### src/logic/link_phy_pkg.sv
package link_phy_pkg;

  ////////////////////
  // Lane word layout

  // Raw PHY word per lane per clock
  localparam int LANE_WIDTH = 40;

  // Lower bits carry flit payload
  localparam int LANE_PAYLOAD = 38;

  // Sync bits at the top of every lane word
  localparam int LANE_STB_BIT = 38;
  localparam int LANE_MRK_BIT = 39;

  typedef logic [LANE_WIDTH-1:0] lane_word_t;

  ////////////////////
  // Online delay

  // Cycles to hold off after an online request
  localparam int DELAY_CNT_W = 8;

  typedef logic [DELAY_CNT_W-1:0] delay_cnt_t;

endpackage

### src/logic/lpif_pkg.sv
package lpif_pkg;

  ////////////////////
  // User channel fields

  localparam int STATE_W  = 4;
  localparam int PROTID_W = 2;
  localparam int DATA_W   = 64;
  localparam int BSTART_W = 3;
  localparam int BVALID_W = 8;

  typedef logic [STATE_W-1:0]  state_t;
  typedef logic [PROTID_W-1:0] protid_t;
  typedef logic [DATA_W-1:0]   data_t;
  typedef logic [BSTART_W-1:0] bstart_t;
  typedef logic [BVALID_W-1:0] bvalid_t;

  ////////////////////
  // Flit layout

  // State in the top bits, valid in bit 0
  localparam int FLIT_W = STATE_W + PROTID_W + DATA_W + BSTART_W + BVALID_W + 1;

  localparam int FLIT_VALID_BIT  = 0;
  localparam int FLIT_BVALID_LSB = FLIT_VALID_BIT + 1;
  localparam int FLIT_BSTART_LSB = FLIT_BVALID_LSB + BVALID_W;
  localparam int FLIT_DATA_LSB   = FLIT_BSTART_LSB + BSTART_W;
  localparam int FLIT_PROTID_LSB = FLIT_DATA_LSB + DATA_W;
  localparam int FLIT_STATE_LSB  = FLIT_PROTID_LSB + PROTID_W;

  typedef logic [FLIT_W-1:0] flit_t;

  // Flow control and status
  localparam int CREDIT_W = 8;
  localparam int DEBUG_W  = 32;

  typedef logic [CREDIT_W-1:0] credit_t;
  typedef logic [DEBUG_W-1:0]  debug_t;

  // Receive lane alignment
  typedef enum logic [1:0] {
    ALIGN_WAIT,
    ALIGN_LOCKED,
    ALIGN_ERROR
  } rx_align_e;

endpackage

### src/logic/lpif_flit_if.sv
`timescale 1ns/10ps

interface lpif_flit_if
  import lpif_pkg::*;
();

  // One flit per clock plus sideband
  flit_t flit;
  logic  flit_valid;

  // Single credit-return pulse riding along with the flit
  logic  credit;

  // Producer side is up and its content may be used
  logic  online;

  // Producer
  modport src (
    output flit,
    output flit_valid,
    output credit,
    output online
  );

  // Consumer
  modport dst (
    input  flit,
    input  flit_valid,
    input  credit,
    input  online
  );

endinterface

### src/logic/lpif_auto_sync.sv
`timescale 1ns/10ps

module lpif_auto_sync
  import link_phy_pkg::*;
#(
  parameter int STROBE_PERIOD = 4
) (
  input  logic       clk_wr,
  input  logic       reset,

  input  logic       tx_online,
  input  logic       rx_online,
  input  delay_cnt_t delay_xz_value,
  input  delay_cnt_t delay_x_value,

  output logic       tx_online_delay,
  output logic       rx_online_delay,
  output logic       tx_stb_userbit,
  output logic       tx_mrk_userbit
);

  localparam int STB_CNT_W = (STROBE_PERIOD > 1) ? $clog2(STROBE_PERIOD) : 1;
  localparam logic [STB_CNT_W-1:0] STB_LAST = STB_CNT_W'(STROBE_PERIOD - 1);

  // Index 0 is transmit, index 1 is receive
  logic       [1:0]         online_in;
  logic       [1:0]         online_out;
  delay_cnt_t               dly_val [2];
  delay_cnt_t               dly_cnt [2];
  logic       [STB_CNT_W-1:0] stb_cnt;

  ////////////////////
  // Online delay

  assign online_in  = {rx_online, tx_online};
  assign dly_val[0] = delay_xz_value;
  assign dly_val[1] = delay_x_value;

  // Reload while offline, run down to zero once online
  always_ff @(posedge clk_wr) begin
    for (int i = 0; i < 2; i++) begin
      if (reset || !online_in[i]) begin
        dly_cnt[i] <= dly_val[i];
      end else if (dly_cnt[i] != '0) begin
        dly_cnt[i] <= dly_cnt[i] - 1'b1;
      end
    end
  end

  always_comb begin
    for (int i = 0; i < 2; i++) begin
      online_out[i] = online_in[i] && (dly_cnt[i] == '0);
    end
  end

  assign tx_online_delay = online_out[0];
  assign rx_online_delay = online_out[1];

  ////////////////////
  // Strobe and marker

  // Word counter restarts on every online transition
  always_ff @(posedge clk_wr) begin
    if (reset || !tx_online_delay) begin
      stb_cnt <= '0;
    end else if (stb_cnt == STB_LAST) begin
      stb_cnt <= '0;
    end else begin
      stb_cnt <= stb_cnt + 1'b1;
    end
  end

  // First online word always carries a strobe
  assign tx_stb_userbit = tx_online_delay && (stb_cnt == '0);

  // Persistent marker
  assign tx_mrk_userbit = tx_online_delay;

  ////////////////////
  // Checks

  // Word counter must be back at zero when transmit comes online
  a_stb_first: assert property (
    @(posedge clk_wr) disable iff (reset)
    $rose(tx_online_delay) |-> tx_stb_userbit
  ) else $error("First online word carries no strobe");

endmodule

### src/logic/lpif_user_if.sv
`timescale 1ns/10ps

module lpif_user_if
  import lpif_pkg::*;
(
  input  logic     clk_wr,
  input  logic     reset,

  input  credit_t  init_downstream_credit,

  // Downstream channel
  input  state_t   dstrm_state,
  input  protid_t  dstrm_protid,
  input  data_t    dstrm_data,
  input  bstart_t  dstrm_bstart,
  input  bvalid_t  dstrm_bvalid,
  input  logic     dstrm_valid,
  output logic     dstrm_credit_avail,

  // Upstream channel
  input  logic     ustrm_credit,
  output state_t   ustrm_state,
  output protid_t  ustrm_protid,
  output data_t    ustrm_data,
  output bstart_t  ustrm_bstart,
  output bvalid_t  ustrm_bvalid,
  output logic     ustrm_valid,

  output debug_t   tx_downstream_debug_status,
  output debug_t   rx_upstream_debug_status,
  input  logic     rx_align_error,

  lpif_flit_if.src tx_flit,
  lpif_flit_if.dst rx_flit
);

  credit_t            credit_cnt;
  logic               credit_loaded;
  logic               dstrm_accept;
  logic               credit_return;
  logic               ustrm_accept;
  logic [DEBUG_W-2:0] tx_beat_cnt;
  logic [DEBUG_W-2:0] rx_beat_cnt;

  assign dstrm_credit_avail = (credit_cnt != '0);
  assign dstrm_accept       = dstrm_valid && dstrm_credit_avail;
  assign credit_return      = rx_flit.credit && rx_flit.online;
  assign ustrm_accept       = rx_flit.flit_valid && rx_flit.online;

  ////////////////////
  // Downstream

  // Beats without credit go out with the valid bit low
  always_ff @(posedge clk_wr) begin
    tx_flit.flit <= {dstrm_state, dstrm_protid, dstrm_data,
                     dstrm_bstart, dstrm_bvalid, dstrm_accept};
  end

  always_ff @(posedge clk_wr) begin
    if (reset) begin
      tx_flit.flit_valid <= 1'b0;
      tx_flit.credit     <= 1'b0;
    end else begin
      tx_flit.flit_valid <= dstrm_accept;
      tx_flit.credit     <= ustrm_credit;
    end
  end

  // Lanes carry user content only once credit is set up
  assign tx_flit.online = credit_loaded;

  // Load once after reset, then spend and return
  always_ff @(posedge clk_wr) begin
    if (reset) begin
      credit_loaded <= 1'b0;
      credit_cnt    <= '0;
    end else if (!credit_loaded) begin
      credit_loaded <= 1'b1;
      credit_cnt    <= init_downstream_credit;
    end else begin
      credit_cnt <= credit_cnt - credit_t'(dstrm_accept) + credit_t'(credit_return);
    end
  end

  ////////////////////
  // Upstream

  always_ff @(posedge clk_wr) begin
    ustrm_state  <= rx_flit.flit[FLIT_STATE_LSB +: STATE_W];
    ustrm_protid <= rx_flit.flit[FLIT_PROTID_LSB +: PROTID_W];
    ustrm_data   <= rx_flit.flit[FLIT_DATA_LSB +: DATA_W];
    ustrm_bstart <= rx_flit.flit[FLIT_BSTART_LSB +: BSTART_W];
    ustrm_bvalid <= rx_flit.flit[FLIT_BVALID_LSB +: BVALID_W];
  end

  always_ff @(posedge clk_wr) begin
    if (reset) begin
      ustrm_valid <= 1'b0;
    end else begin
      ustrm_valid <= ustrm_accept;
    end
  end

  // Beat counters for debug status
  always_ff @(posedge clk_wr) begin
    if (reset) begin
      tx_beat_cnt <= '0;
      rx_beat_cnt <= '0;
    end else begin
      if (dstrm_accept) tx_beat_cnt <= tx_beat_cnt + 1'b1;
      if (ustrm_accept) rx_beat_cnt <= rx_beat_cnt + 1'b1;
    end
  end

  assign tx_downstream_debug_status = {1'b0, tx_beat_cnt};
  assign rx_upstream_debug_status   = {rx_align_error, rx_beat_cnt};

  // Sender must respect the credit it was granted
  a_dstrm_credit: assert property (
    @(posedge clk_wr) disable iff (reset)
    credit_loaded && dstrm_valid |-> dstrm_credit_avail
  ) else $error("Downstream beat sent without credit");

endmodule

### src/logic/lpif_lane_concat.sv
`timescale 1ns/10ps

module lpif_lane_concat
  import link_phy_pkg::*, lpif_pkg::*;
#(
  parameter int NUM_LANES     = 3,
  parameter int STROBE_PERIOD = 4
) (
  input  logic                         clk_wr,
  input  logic                         reset,
  input  logic                         tx_online,
  input  logic                         rx_online,
  input  logic                         tx_stb_userbit,
  input  logic                         tx_mrk_userbit,

  output lane_word_t [NUM_LANES-1:0]   tx_phy,
  input  lane_word_t [NUM_LANES-1:0]   rx_phy,
  output logic                         rx_align_error,

  lpif_flit_if.dst                     tx_flit,
  lpif_flit_if.src                     rx_flit
);

  localparam int PAY_TOTAL  = NUM_LANES * LANE_PAYLOAD;
  localparam int CREDIT_BIT = FLIT_W;
  localparam int STB_CNT_W  = (STROBE_PERIOD > 1) ? $clog2(STROBE_PERIOD) : 1;
  localparam logic [STB_CNT_W-1:0] STB_LAST = STB_CNT_W'(STROBE_PERIOD - 1);

  logic [PAY_TOTAL-1:0] tx_payload;
  logic [PAY_TOTAL-1:0] rx_payload;
  logic [NUM_LANES-1:0] rx_stb;
  logic [NUM_LANES-1:0] rx_mrk;
  logic                 rx_stb_all;
  logic                 rx_stb_any;
  logic                 rx_mrk_all;
  logic                 rx_stb_due;
  rx_align_e            align_state;
  logic [STB_CNT_W-1:0] rx_stb_cnt;

  ////////////////////
  // Transmit

  // Idle words carry zero payload
  always_comb begin
    tx_payload = '0;
    if (tx_flit.online) begin
      if (tx_flit.flit_valid) tx_payload[FLIT_W-1:0] = tx_flit.flit;
      tx_payload[CREDIT_BIT] = tx_flit.credit;
    end
  end

  always_ff @(posedge clk_wr) begin
    if (reset || !tx_online) begin
      tx_phy <= '0;
    end else begin
      for (int i = 0; i < NUM_LANES; i++) begin
        tx_phy[i][LANE_PAYLOAD-1:0] <= tx_payload[i*LANE_PAYLOAD +: LANE_PAYLOAD];
        tx_phy[i][LANE_STB_BIT]     <= tx_stb_userbit;
        tx_phy[i][LANE_MRK_BIT]     <= tx_mrk_userbit;
      end
    end
  end

  ////////////////////
  // Receive

  always_comb begin
    for (int i = 0; i < NUM_LANES; i++) begin
      rx_payload[i*LANE_PAYLOAD +: LANE_PAYLOAD] = rx_phy[i][LANE_PAYLOAD-1:0];
      rx_stb[i] = rx_phy[i][LANE_STB_BIT];
      rx_mrk[i] = rx_phy[i][LANE_MRK_BIT];
    end
  end

  assign rx_stb_all = &rx_stb;
  assign rx_stb_any = |rx_stb;
  assign rx_mrk_all = &rx_mrk;
  assign rx_stb_due = (rx_stb_cnt == '0);

  always_ff @(posedge clk_wr) begin
    rx_flit.flit <= rx_payload[FLIT_W-1:0];
  end

  // Words without a marker are not live
  always_ff @(posedge clk_wr) begin
    if (reset) begin
      rx_flit.flit_valid <= 1'b0;
      rx_flit.credit     <= 1'b0;
    end else begin
      rx_flit.flit_valid <= rx_mrk_all && rx_payload[FLIT_VALID_BIT];
      rx_flit.credit     <= rx_mrk_all && rx_payload[CREDIT_BIT];
    end
  end

  assign rx_flit.online = rx_online;

  // Alignment FSM, lock on first strobe then expect it every period
  always_ff @(posedge clk_wr) begin
    if (reset || !rx_online) begin
      align_state <= ALIGN_WAIT;
      rx_stb_cnt  <= '0;
    end else begin
      case (align_state)
        ALIGN_WAIT: begin
          if (rx_stb_any) begin
            align_state <= (rx_stb_all && rx_mrk_all) ? ALIGN_LOCKED : ALIGN_ERROR;
            rx_stb_cnt  <= (STB_LAST == '0) ? '0 : STB_CNT_W'(1);
          end
        end
        ALIGN_LOCKED: begin
          // Lane skew, missing marker or misplaced strobe
          if (!rx_mrk_all || (rx_stb_any != rx_stb_all) || (rx_stb_all != rx_stb_due)) begin
            align_state <= ALIGN_ERROR;
          end
          rx_stb_cnt <= (rx_stb_cnt == STB_LAST) ? '0 : rx_stb_cnt + 1'b1;
        end
        default: align_state <= ALIGN_ERROR;
      endcase
    end
  end

  assign rx_align_error = (align_state == ALIGN_ERROR);

  // Lanes must hold the whole flit plus the credit bit
  a_lane_cover: assert property (
    @(posedge clk_wr) PAY_TOTAL >= CREDIT_BIT + 1
  ) else $error("NUM_LANES too small for flit and credit bit");

endmodule

### src/logic/lpif_link_master_top.sv
`timescale 1ns/10ps

module lpif_link_master_top
  import link_phy_pkg::*, lpif_pkg::*;
#(
  parameter int NUM_LANES     = 3,
  parameter int STROBE_PERIOD = 4
) (
  input  logic                            clk_wr,
  input  logic                            reset,

  // Control
  input  logic                            tx_online,
  input  logic                            rx_online,
  input  credit_t                         init_downstream_credit,
  input  delay_cnt_t                      delay_x_value,
  input  delay_cnt_t                      delay_xz_value,

  // PHY lanes, lane 0 in the low bits
  output logic [NUM_LANES*LANE_WIDTH-1:0] tx_phy,
  input  logic [NUM_LANES*LANE_WIDTH-1:0] rx_phy,

  // Downstream channel
  input  state_t                          dstrm_state,
  input  protid_t                         dstrm_protid,
  input  data_t                           dstrm_data,
  input  bstart_t                         dstrm_bstart,
  input  bvalid_t                         dstrm_bvalid,
  input  logic                            dstrm_valid,
  output logic                            dstrm_credit_avail,

  // Upstream channel
  input  logic                            ustrm_credit,
  output state_t                          ustrm_state,
  output protid_t                         ustrm_protid,
  output data_t                           ustrm_data,
  output bstart_t                         ustrm_bstart,
  output bvalid_t                         ustrm_bvalid,
  output logic                            ustrm_valid,

  // Debug
  output debug_t                          tx_downstream_debug_status,
  output debug_t                          rx_upstream_debug_status
);

  logic tx_online_delay;
  logic rx_online_delay;
  logic tx_stb_userbit;
  logic tx_mrk_userbit;
  logic rx_align_error;

  lpif_flit_if tx_flit ();
  lpif_flit_if rx_flit ();

  ////////////////////
  // Online delay and sync bits

  lpif_auto_sync #(
    .STROBE_PERIOD (STROBE_PERIOD)
  ) u_auto_sync (
    .clk_wr          (clk_wr),
    .reset           (reset),
    .tx_online       (tx_online),
    .rx_online       (rx_online),
    .delay_xz_value  (delay_xz_value),
    .delay_x_value   (delay_x_value),
    .tx_online_delay (tx_online_delay),
    .rx_online_delay (rx_online_delay),
    .tx_stb_userbit  (tx_stb_userbit),
    .tx_mrk_userbit  (tx_mrk_userbit)
  );

  ////////////////////
  // User side

  lpif_user_if u_user_if (
    .clk_wr                     (clk_wr),
    .reset                      (reset),
    .init_downstream_credit     (init_downstream_credit),
    .dstrm_state                (dstrm_state),
    .dstrm_protid               (dstrm_protid),
    .dstrm_data                 (dstrm_data),
    .dstrm_bstart               (dstrm_bstart),
    .dstrm_bvalid               (dstrm_bvalid),
    .dstrm_valid                (dstrm_valid),
    .dstrm_credit_avail         (dstrm_credit_avail),
    .ustrm_credit               (ustrm_credit),
    .ustrm_state                (ustrm_state),
    .ustrm_protid               (ustrm_protid),
    .ustrm_data                 (ustrm_data),
    .ustrm_bstart               (ustrm_bstart),
    .ustrm_bvalid               (ustrm_bvalid),
    .ustrm_valid                (ustrm_valid),
    .tx_downstream_debug_status (tx_downstream_debug_status),
    .rx_upstream_debug_status   (rx_upstream_debug_status),
    .rx_align_error             (rx_align_error),
    .tx_flit                    (tx_flit.src),
    .rx_flit                    (rx_flit.dst)
  );

  ////////////////////
  // PHY side

  lpif_lane_concat #(
    .NUM_LANES     (NUM_LANES),
    .STROBE_PERIOD (STROBE_PERIOD)
  ) u_lane_concat (
    .clk_wr         (clk_wr),
    .reset          (reset),
    .tx_online      (tx_online_delay),
    .rx_online      (rx_online_delay),
    .tx_stb_userbit (tx_stb_userbit),
    .tx_mrk_userbit (tx_mrk_userbit),
    .tx_phy         (tx_phy),
    .rx_phy         (rx_phy),
    .rx_align_error (rx_align_error),
    .tx_flit        (tx_flit.dst),
    .rx_flit        (rx_flit.src)
  );

endmodule

### config.mk
export PLATFORM = sky130hd
export DESIGN_NAME = lpif_link_master_top
export DESIGN_NICKNAME = d
export VERILOG_FILES = /design/src/logic/link_phy_pkg.sv /design/src/logic/lpif_pkg.sv /design/src/logic/lpif_flit_if.sv /design/src/logic/lpif_auto_sync.sv /design/src/logic/lpif_user_if.sv /design/src/logic/lpif_lane_concat.sv /design/src/logic/lpif_link_master_top.sv
export SDC_FILE = /design/constraint.sdc
export NUM_CORES = 1
export LEC_CHECK = 0
export BUFFER_PORTS_ARGS = -buffer_cell sky130_fd_sc_hd__buf_2
export CELL_PAD_IN_SITES_DETAIL_PLACEMENT = 1
export CELL_PAD_IN_SITES_GLOBAL_PLACEMENT = 1
export CORE_AREA = 2 2 192 194
export DETAILED_ROUTE_END_ITERATION = 7
export DIE_AREA = 0 0 194 196
export GPL_ROUTABILITY_DRIVEN = 1
export GPL_TIMING_DRIVEN = 1
export HOLD_SLACK_MARGIN = 0.02
export PLACE_DENSITY_LB_ADDON = 0.1
export SLEW_MARGIN = 15
export SYNTH_ARGS = -nofsm -noshare
export SYNTH_HDL_FRONTEND = slang
export SYNTH_SLANG_ARGS = --single-unit
export TNS_END_PERCENT = 50
### constraint.sdc
create_clock -name clk_wr -period 4.1 [get_ports clk_wr]
set_input_delay 0.82 -clock clk_wr [delete_from_list [all_inputs] [get_ports clk_wr]]
set_output_delay 0.82 -clock clk_wr [all_outputs]
set_load 0.02 [all_outputs]
; ---- Word level (Yosys, flattened, before mapping)
; Memory sizes are Yosys's and may differ from the RTL's.
; Index checks and enable logic that the tools add are counted.
[classes]
n_addsub = 8
eq_ne = 8
n_mux = 21
bitwise = 4
reduce_logical = 37
[op_table]
columns = operator, count
row1 = "adder 31 x 1 -> 31 bit, second input constant", 2
row2 = 2-to-1 mux 8 bit, 3
row3 = nonzero test 8 bit, 3
row4 = logical NOT 8 bit, 2
row5 = "subtractor 8 x 1 -> 8 bit, second input constant", 2
row6 = 2-to-1 mux 1 bit, 11
row7 = 2-to-1 mux 2 bit, 5
row8 = logical AND 1 bit, 9
row9 = adder 8 x 1 -> 8 bit, 1
row10 = case mux 2 bit (2 select lines), 2
row11 = subtractor 8 x 1 -> 8 bit, 1
row12 = "equality test 2 bit, second input constant", 3
row13 = logical NOT 2 bit, 3
row14 = logical OR 1 bit, 6
row15 = AND reduction 3 bit, 2
row16 = OR reduction 3 bit, 2
row17 = logical NOT 1 bit, 5
row18 = "adder 2 x 1 -> 2 bit, second input constant", 2
row19 = "inequality test 2 x 1 -> 1 bit, second input constant", 2
row20 = AND reduction 2 bit, 2
row21 = OR reduction 2 bit, 2
row22 = "equality test 2 x 1 -> 1 bit, second input constant", 1
row23 = inequality test 1 bit, 2
row24 = NOT 1 bit, 2
row25 = other kinds (2), 3
[totals]
register_bits = 443
ramBits = 16
word_cells = 104
mem_count = 1
[mem_list]
columns = name, words, word_bits, rd, rd_clocked_by_memory_dff, write_ports, line_no
row1 = u_auto_sync.dly_cnt, 2, 8, 2, 0, 2, lpif_auto_sync.sv:29  ; delay_cnt_t dly_cnt [2];

; ---- Logic depth before layout (Yosys ltp)
; Gate-level depths: netlist of the first run.
[depth]
ltp_word = 6
depth_mapped = 14

; ---- By module
; Synthesis of the first run repeated with hierarchy kept, for this count alone.
[hier_totals]
hier_cells = 1065
hier_area_um2 = 12878.6
[modules_own_cells]
columns = mod, n_inst, cells_each, area_per_inst_um2
row1 = lpif_user_if, 1, 611, 7119.3
row2 = lpif_lane_concat, 1, 334, 4560.6
row3 = lpif_auto_sync, 1, 120, 1198.6

; ---- Worst setup path before layout of the first run
; No wires, ideal clock.
[synth_path]
path_type = input to register
from = in dstrm_valid
to = reg u_user_if.credit_cnt[4]
setup_time_ns = 0.116
arrival_ns = 2.760
path_slack_ns = 1.224
cell_stages = 11
path_buffers = 0
path_cell_list = inv_1 -> a21oi_1 -> ha_1 -> inv_1 -> ha_1 -> inv_1 -> fa_1 -> nand2b_1 -> a21oi_1 -> o21ai_0 -> a41o_1
[synth_between]
elab_chain_len = 4
[synth_lines]
columns = element, line_no
row1 = "start, declared", lpif_link_master_top.sv:29  ; input logic dstrm_valid,
row2 = logical AND 1 bit, lpif_user_if.sv:46  ; assign dstrm_accept = dstrm_valid && dstrm_credit_avail;
row3 = via u_user_if.dstrm_accept, lpif_user_if.sv:39  ; logic dstrm_accept;
row4 = subtractor 8 x 1 -> 8 bit, lpif_user_if.sv:81  ; credit_cnt <= credit_cnt - credit_t'(dstrm_accept) + credit_t'(credit_return);
row5 = adder 8 x 1 -> 8 bit, lpif_user_if.sv:81
row6 = 2-to-1 mux 8 bit, lpif_user_if.sv:77  ; end else if (!credit_loaded) begin
row7 = "end signal, assigned", lpif_user_if.sv:79  ; credit_cnt <= init_downstream_credit;
row8 = "end signal, assigned", lpif_user_if.sv:81
row9 = "end, declared", lpif_user_if.sv:37  ; credit_t credit_cnt;
; The timed path passes the listed nets, and every way through them passes these cells.
; A chain may end at the register's enable or synchronous reset.

; ---- Final worst setup path of the first run
[layout_path]
from = reg u_user_if.credit_cnt[4]
to = reg u_user_if.credit_cnt[4]
[layout_between]
elab_chain_len = 5
[layout_lines]
columns = element, line_no
row1 = nonzero test 8 bit, lpif_user_if.sv:45  ; assign dstrm_credit_avail = (credit_cnt != '0);
row2 = logical AND 1 bit, lpif_user_if.sv:46
row3 = via u_user_if.dstrm_accept, lpif_user_if.sv:39
row4 = subtractor 8 x 1 -> 8 bit, lpif_user_if.sv:81
row5 = adder 8 x 1 -> 8 bit, lpif_user_if.sv:81
row6 = 2-to-1 mux 8 bit, lpif_user_if.sv:77
; The timed path passes the listed nets, and every way through them passes these cells.

==> results.ini, run 1 <==
[route]
drc=0
wl_um=34500
routedWlPerCell_um=17.1
route.antenna.remaining_nets=0
dr.pass1.iters=4
drt_iter0_drc=218
via_per_inst=4.51
vias=9101

[timing]
fmax_ghz=0.311
maxSlewHeadroom_pct=40.7
setup_violations=0
rsz0062_at_grt=no
post-route-period-util_pct=78.5
final.setup.tns_ps=0
finalCriticalPeriod_ps=3220
hold_viol_final=0
slew_viol_final=0
clock_skew_ps=18.1
setup_ws_ps=880
worst_pin_slew_ps=888

[die]
die_w_um=194
die_area_um2=38000
core_area_um2=36100
fp.dieH_um=196
start_util_pct=35.3
rows=70
io_pins=498

[global_route]
first_global_vias=9056
grt.overflow.total=0
grt_pass1_wl_um=52300
grt_usage_pct=17.6
grt_max_degree=83
antenna_found_initial=4

[cts]
cts_post_setup_buffers_inserted=0
clk_path_buf_depth=3
cts.sinks=427
htreeDepth=2
cts-root-buf=clkbuf_16
clock_latency_ps=560
cts_hold_buf=0
cts_tree=done
clkTransAtPathRegs_ps=50
cts_buffers=46
cts_resized=0

[setup_path]
endpoint_kind=register
worst_path_max_delay_cell=a21oi_1
startpoint_type=register
worstSetupPathType=register to register
max_stage_delay_ps=420
timing.critical_path.buf_inv=4
worstPathArrival_ps=3660
crit_fanout=8
path_cells=inv_1 -> ha_1 -> nor4bb_1 -> buf_4 -> a21oi_1 -> ha_1 -> inv_1 -> ha_1 -> inv_1 -> fa_1 -> nand2b_1 -> a21oi_1 -> o21ai_0 -> a41o_1
worst_ep_required_time_ps=4540
cp_top_family=compound AO/OA/AOI/OAI gates

[pwr]
clkPwrFrac_pct=45.7
p_per_area_nw_per_um2=542
p_sw_uw=2010
swShare_pct=22.1
p_int_uw=7100
power.leakage_uw=0.00771
pwr-share-seq_pct=48.3
p_total_uw=9110
comb_power_share_pct=6.0
peakVddDrop_uv=416

[finish]
multiInputGateArea_um2=3560
final_area_um2=16800
drive_above_1_share_pct=35.7
area_growth_pct=31.9
fin_cells=2016
fillCellCount=4019
num-nets-final=1764
seq_area_um2=8710

[yosys]
synth-seq-area-share_pct=68.4
synth_edf_count=16
yosys.area.top_type=dfxtp_1
synthTopCellsByCount=411 x dfxtp_1, 89 x and2_1, 60 x nor2_1
synth_cell_types=53
ys_ff_latch=427
synth_area_um2=12700
synth_ff_type=dfxtp_1
ys_top_cells_by_area=dfxtp_1 65%, and2_1 4.4%, edfxtp_1 3.8%
synthArstFlopShare_pct=0
syn_avg_cell_area_um2=11.9
netlist_instances=1067
yosysTopAreaCellShare_pct=64.6
yosys_warnings=0
yosysMostFrequentCell=dfxtp_1

[placement]
hpwl_um=25500
dpl_cell_area_um2=15200
place_inst=1932
portBuffers=434
gp_congestion=0.762
dp_slack_ps=711

[flow_run]
drv_cap=0

[run_status]
outcome=finished clean

[worst_hold_path]
worst_hold_path_type=register to register

per-layer routing:
layer	wire length, um	share of wire [%]	vias to the layer above	track usage (%)
met4	1070	3.1	6	7.13
li1	-	-	4440	-
met3	2820	8.2	65	6.24
met5	41	0.12	-	0
met1	14100	41	4295	20.9
met2	16500	48	295	29.2
logic make-up (layout without fill, tap and decap cells):
| group | count (synthesis) | after routing | share of synthesized area, % |
|---|---|---|---|
| flip-flops | 427 | 427 | 68.4 |
| AO/OA/AOI/OAI | 108 | 108 | 5.90 |
| AND/OR/NAND/NOR | 342 | 342 | 15.0 |
| multiplexers | 28 | 28 | 2.43 |
| other | 1 | 33 | 0.0294 |
| adder cells (fa/ha/maj) | 21 | 21 | 2.12 |
| XOR/XNOR | 22 | 22 | 1.51 |
| buffers and inverters | 118 | 567 | 4.64 |
power by group through the flow:
stage / clock network, uW / logic, uW / registers [uW]
finish: 4160 / 544 / 4400
global route: 4470 / 606 / 4420
CTS: 4290 / 553 / 4410
detailed placement: 0 / 549 / 4500
global placement: 0 / 534 / 4490
floorplan: 0 / 297 / 4540
layout make-up:
cell class	instances	area share (%)
diodes	1	0.0149
repair buffers	441	13.3
clock buffers	71	8.45
clock inverters	12	0.797
inverters	43	0.961
flip-flops and latches	427	51.8
multi-input cells	553	21.2
well taps	468	3.48
flip-flops by register name (all words and copies together) (netlist names), 3 cells and up:
signal,flops
u_user_if.ustrm_data,64
u_user_if.ustrm_bvalid,8
u_user_if.ustrm_state,4
u_lane_concat.rx_flit.flit,81
u_user_if.ustrm_bstart,3
u_user_if.tx_flit.flit,82
u_auto_sync.dly_cnt,16
u_lane_concat.tx_phy,85
u_user_if.rx_beat_cnt,31
u_user_if.credit_cnt,8
u_user_if.tx_beat_cnt,31
worst register-to-register path, stage by stage, from the launching register on:
cell and delay, ps:
dfxtp_1 330, inv_1 60, ha_1 190, nor4bb_1 120
buf_4 170, a21oi_1 420, ha_1 310, inv_1 50
ha_1 180, inv_1 60, fa_1 390, nand2b_1 160
a21oi_1 300, o21ai_0 130, a41o_1 240
cell usage in the layout, fill, tap and decap left out, types with 9 or more instances in the layout:
master	count
a21oi_1	26
o21ai_0	18
clkbuf_8	9
nand4_1	10
inv_1	42
dfxtp_1	411
and2_1	89
ha_1	20
nor2_1	59
nand3_1	21
clkbuf_16	50
buf_2	433
or3_1	12
nor4_1	16
and4_1	10
o41ai_1	16
or2_2	13
conb_1	32
clkbuf_1	12
nand2_1	41
mux2_2	23
nor3_1	15
o311ai_0	17
nor2b_1	21
edfxtp_1	16
xnor2_1	16
per-stage QoR:
stage | utilization, % | hold slack [ps]
floorplan | - | 310
global placement | 42.3 | 310
detailed placement | 42.3 | 313
CTS | 46.6 | 307
global route | 46.6 | 317
finish | 46.6 | 325
worst paths after layout:
path / startpoint / endpoint / slack (ps) / cells after the start
hold reg to reg: u_lane_concat.rx_flit.flit[76] / u_user_if.ustrm_protid[0] / 320 / 0
setup / recovery: u_user_if.credit_cnt[4] / u_user_if.credit_cnt[4] / 880 / 14
hold / removal: u_lane_concat.rx_flit.flit[76] / u_user_if.ustrm_protid[0] / 320 / 0
setup reg to reg: u_user_if.credit_cnt[4] / u_user_if.credit_cnt[4] / 880 / 14
No activity file was read; power rests on OpenSTA's default activity.
==> inputs of run 2 (changes only) <==
- clock period: 4.1 -> 3.3 ns (I/O delays scaled with it)
==> results.ini, run 2 (same netlist as run 1, synthesis figures left out) <==
[timing]
setup_violations=0  ; unchanged
post-route-period-util_pct=90.7  ; was 78.5%
finalCriticalPeriod_ps=2990  ; was 3220 ps
maxSlewHeadroom_pct=47.7  ; was 40.7%
fmax_ghz=0.334  ; was 0.311 GHz
rsz0062_at_grt=no  ; unchanged
clock_skew_ps=15.0  ; was 18.1 ps
slew_viol_final=0  ; unchanged
final.setup.tns_ps=0  ; unchanged
worst_pin_slew_ps=785  ; was 888 ps
hold_viol_final=0  ; unchanged

[setup_path]
timing.rr.end=u_user_if.credit_cnt[4]  ; unchanged
reg2reg_slack_ps=310  ; was 880 ps
worst_ep_required_time_ps=3770  ; was 4540 ps
cp_top_family=simple AND/OR/NAND/NOR gates  ; was compound AO/OA/AOI/OAI gates
startpoint_type=register  ; unchanged
worstSetupPathType=register to register  ; unchanged
path_cells=or4_4 -> nor3_1 -> and2_1 -> ha_1 -> inv_1 -> fa_1 -> nand2b_1 -> a21oi_1 -> o21ai_0 -> a41o_1  ; was inv_1 -> ha_1 -> nor4bb_1 -> buf_4 -> a21oi_1 -> ha_1 -> inv_1 -> ha_1 -> inv_1 -> fa_1 -> nand2b_1 -> a21oi_1 -> o21ai_0 -> a41o_1
max_stage_delay_ps=620  ; was 420 ps
timing.critical_path.buf_inv=1  ; was 4
rr_startpoint=u_auto_sync.dly_cnt[1][3]  ; was u_user_if.credit_cnt[4]
crit_start=u_auto_sync.dly_cnt[1][3]  ; was u_user_if.credit_cnt[4]
r2r_cells=10  ; was 14
crit_fanout=5  ; was 8
endpoint_kind=register  ; unchanged
worst_path_max_delay_cell=or4_4  ; was a21oi_1
worstPathArrival_ps=3460  ; was 3660 ps

[pwr]
p_per_area_nw_per_um2=668  ; was 542 nW/um^2
power.leakage_uw=0.00771  ; about the same
peakVddDrop_uv=478  ; was 416 uV

[route]
routedWlPerCell_um=17.4  ; was 17.1 um
route.antenna.remaining_nets=0  ; unchanged
via_per_inst=4.50  ; was 4.51
drc=0  ; unchanged
wl_um=35100  ; was 34500 um
dr.pass1.iters=4  ; unchanged
drt_iter0_drc=209  ; was 218
vias=9099  ; was 9101

[finish]
drive_above_1_share_pct=35.9  ; was 35.7%
multiInputGateArea_um2=3560  ; unchanged
fillCellCount=4013  ; was 4019
seq_area_um2=8710  ; unchanged
num-nets-final=1769  ; was 1764
area_growth_pct=32.0  ; was 31.9%
layout_commonest_cell=buf_2  ; unchanged
regMostFlops=u_lane_concat.tx_phy  ; unchanged
top_regs=u_lane_concat.tx_phy (85), u_user_if.tx_flit.flit (82), u_lane_concat.rx_flit.flit (81)  ; unchanged
final_area_um2=16800  ; about the same
final_cell_mix=433 x buf_2, 411 x dfxtp_1, 89 x and2_1  ; unchanged
fin_cells=2023  ; was 2016
largest_reg_flops=85  ; unchanged

[placement]
portBuffers=434  ; unchanged
place_inst=1937  ; was 1932
dpl_cell_area_um2=15300  ; was 15200 um^2
gp_congestion=0.745  ; was 0.762
hpwl_um=25600  ; was 25500 um

[cts]
clk_path_buf_depth=3  ; unchanged
cts-root-buf=clkbuf_16  ; unchanged
cts_tree=done  ; unchanged
clkTransAtPathRegs_ps=60  ; was 50 ps
clock_latency_ps=570  ; was 560 ps
cts_hold_buf=0  ; unchanged
htreeDepth=2  ; unchanged
cts_buffers=46  ; unchanged
cts_resized=0  ; unchanged
cts_post_setup_buffers_inserted=0  ; unchanged
cts.sinks=427  ; unchanged

[die]
start_util_pct=35.3  ; unchanged
die_area_um2=38000  ; unchanged
fp.dieH_um=196  ; unchanged
rows=70  ; unchanged
core_area_um2=36100  ; unchanged
die_w_um=194  ; unchanged
io_pins=498  ; unchanged

[global_route]
grt_max_degree=83  ; unchanged
grt_usage_pct=17.9  ; was 17.6%
first_global_vias=9010  ; was 9056
grt_pass1_wl_um=52500  ; was 52300 um
antenna_found_initial=3  ; was 4
grt.overflow.total=0  ; unchanged

[worst_hold_path]
hold-path-endpoint=u_lane_concat.rx_flit.flit[55]  ; was u_user_if.ustrm_protid[0]
hold_depth=1  ; was 0
min-delay-start=rx_phy[57]  ; was u_lane_concat.rx_flit.flit[76]
worst_hold_path_type=input port to register  ; was register to register

[run_status]
outcome=finished clean  ; unchanged

[flow_run]
drv_cap=0  ; unchanged

-- run 2: changes by cell type in the layout (fill, tap and decap cells not counted) --
cell,previous run,this run
buf_12,0,1
buf_4,8,12
bufinv_16,2,1
clkbuf_1,12,13
clkbuf_16,50,48
clkbuf_8,9,10
clkinv_2,5,7
clkinvlp_4,1,3
inv_4,2,0
inv_6,1,2
-- run 2: layout make-up --
| cell class | count | area share [%] |
|---|---|---|
| well taps | 468 | 3.48 |
| multi-input cells | 553 | 21.2 |
| clock inverters | 14 | 0.744 |
| inverters | 43 | 0.960 |
| clock buffers | 71 | 8.25 |
| diodes | 1 | 0.0149 |
| flip-flops and latches | 427 | 51.8 |
| repair buffers | 446 | 13.5 |
-- run 2: worst max path at each step --
| stage | slack [ps] | depth (start not counted) | to |
|---|---|---|---|
| floorplan | 430 | 14 | u_user_if.credit_cnt[4] |
| global route | 80 | 13 | u_user_if.credit_cnt[4] |
| global placement | 380 | 10 | u_user_if.credit_cnt[4] |
| detailed placement | 330 | 10 | u_user_if.credit_cnt[4] |
| CTS | 320 | 10 | u_user_if.credit_cnt[4] |
| finish | 310 | 10 | u_user_if.credit_cnt[4] |
-- run 2: report_power, final --
group	switching, uW	internal [uW]
registers	71.5	5400
logic	397	298
clock network	2070	2990
total	2540	8690
-- run 2: worst register-to-register path: stages (launching register included) --
cell      delay, ps
edfxtp_1        470
or4_4           620
nor3_1          230
and2_1          170
ha_1            200
inv_1            70
fa_1            390
nand2b_1        160
a21oi_1         240
o21ai_0         120
a41o_1          230
-- run 2: per-stage QoR --
step	hold slack, ps	setup slack [ps]	power, uW	util, %
6_report	186	307	11200	46.6
5_1_grt	148	78.6	11700	46.6
4_1_cts	147	321	11400	46.6
3_5_place_dp	313	328	6290	42.4
3_3_place_gp	310	376	6260	42.4
2_1_floorplan	310	431	6010	-
-- run 2: per-layer routing --
metal | GRT usage [%] | vias up | wire length (um)
met5 | 0 | - | 22
met4 | 6.43 | 4 | 1020
met3 | 6.64 | 68 | 2770
met2 | 30.3 | 296 | 16900
met1 | 20.8 | 4280 | 14400
li1 | - | 4451 | -
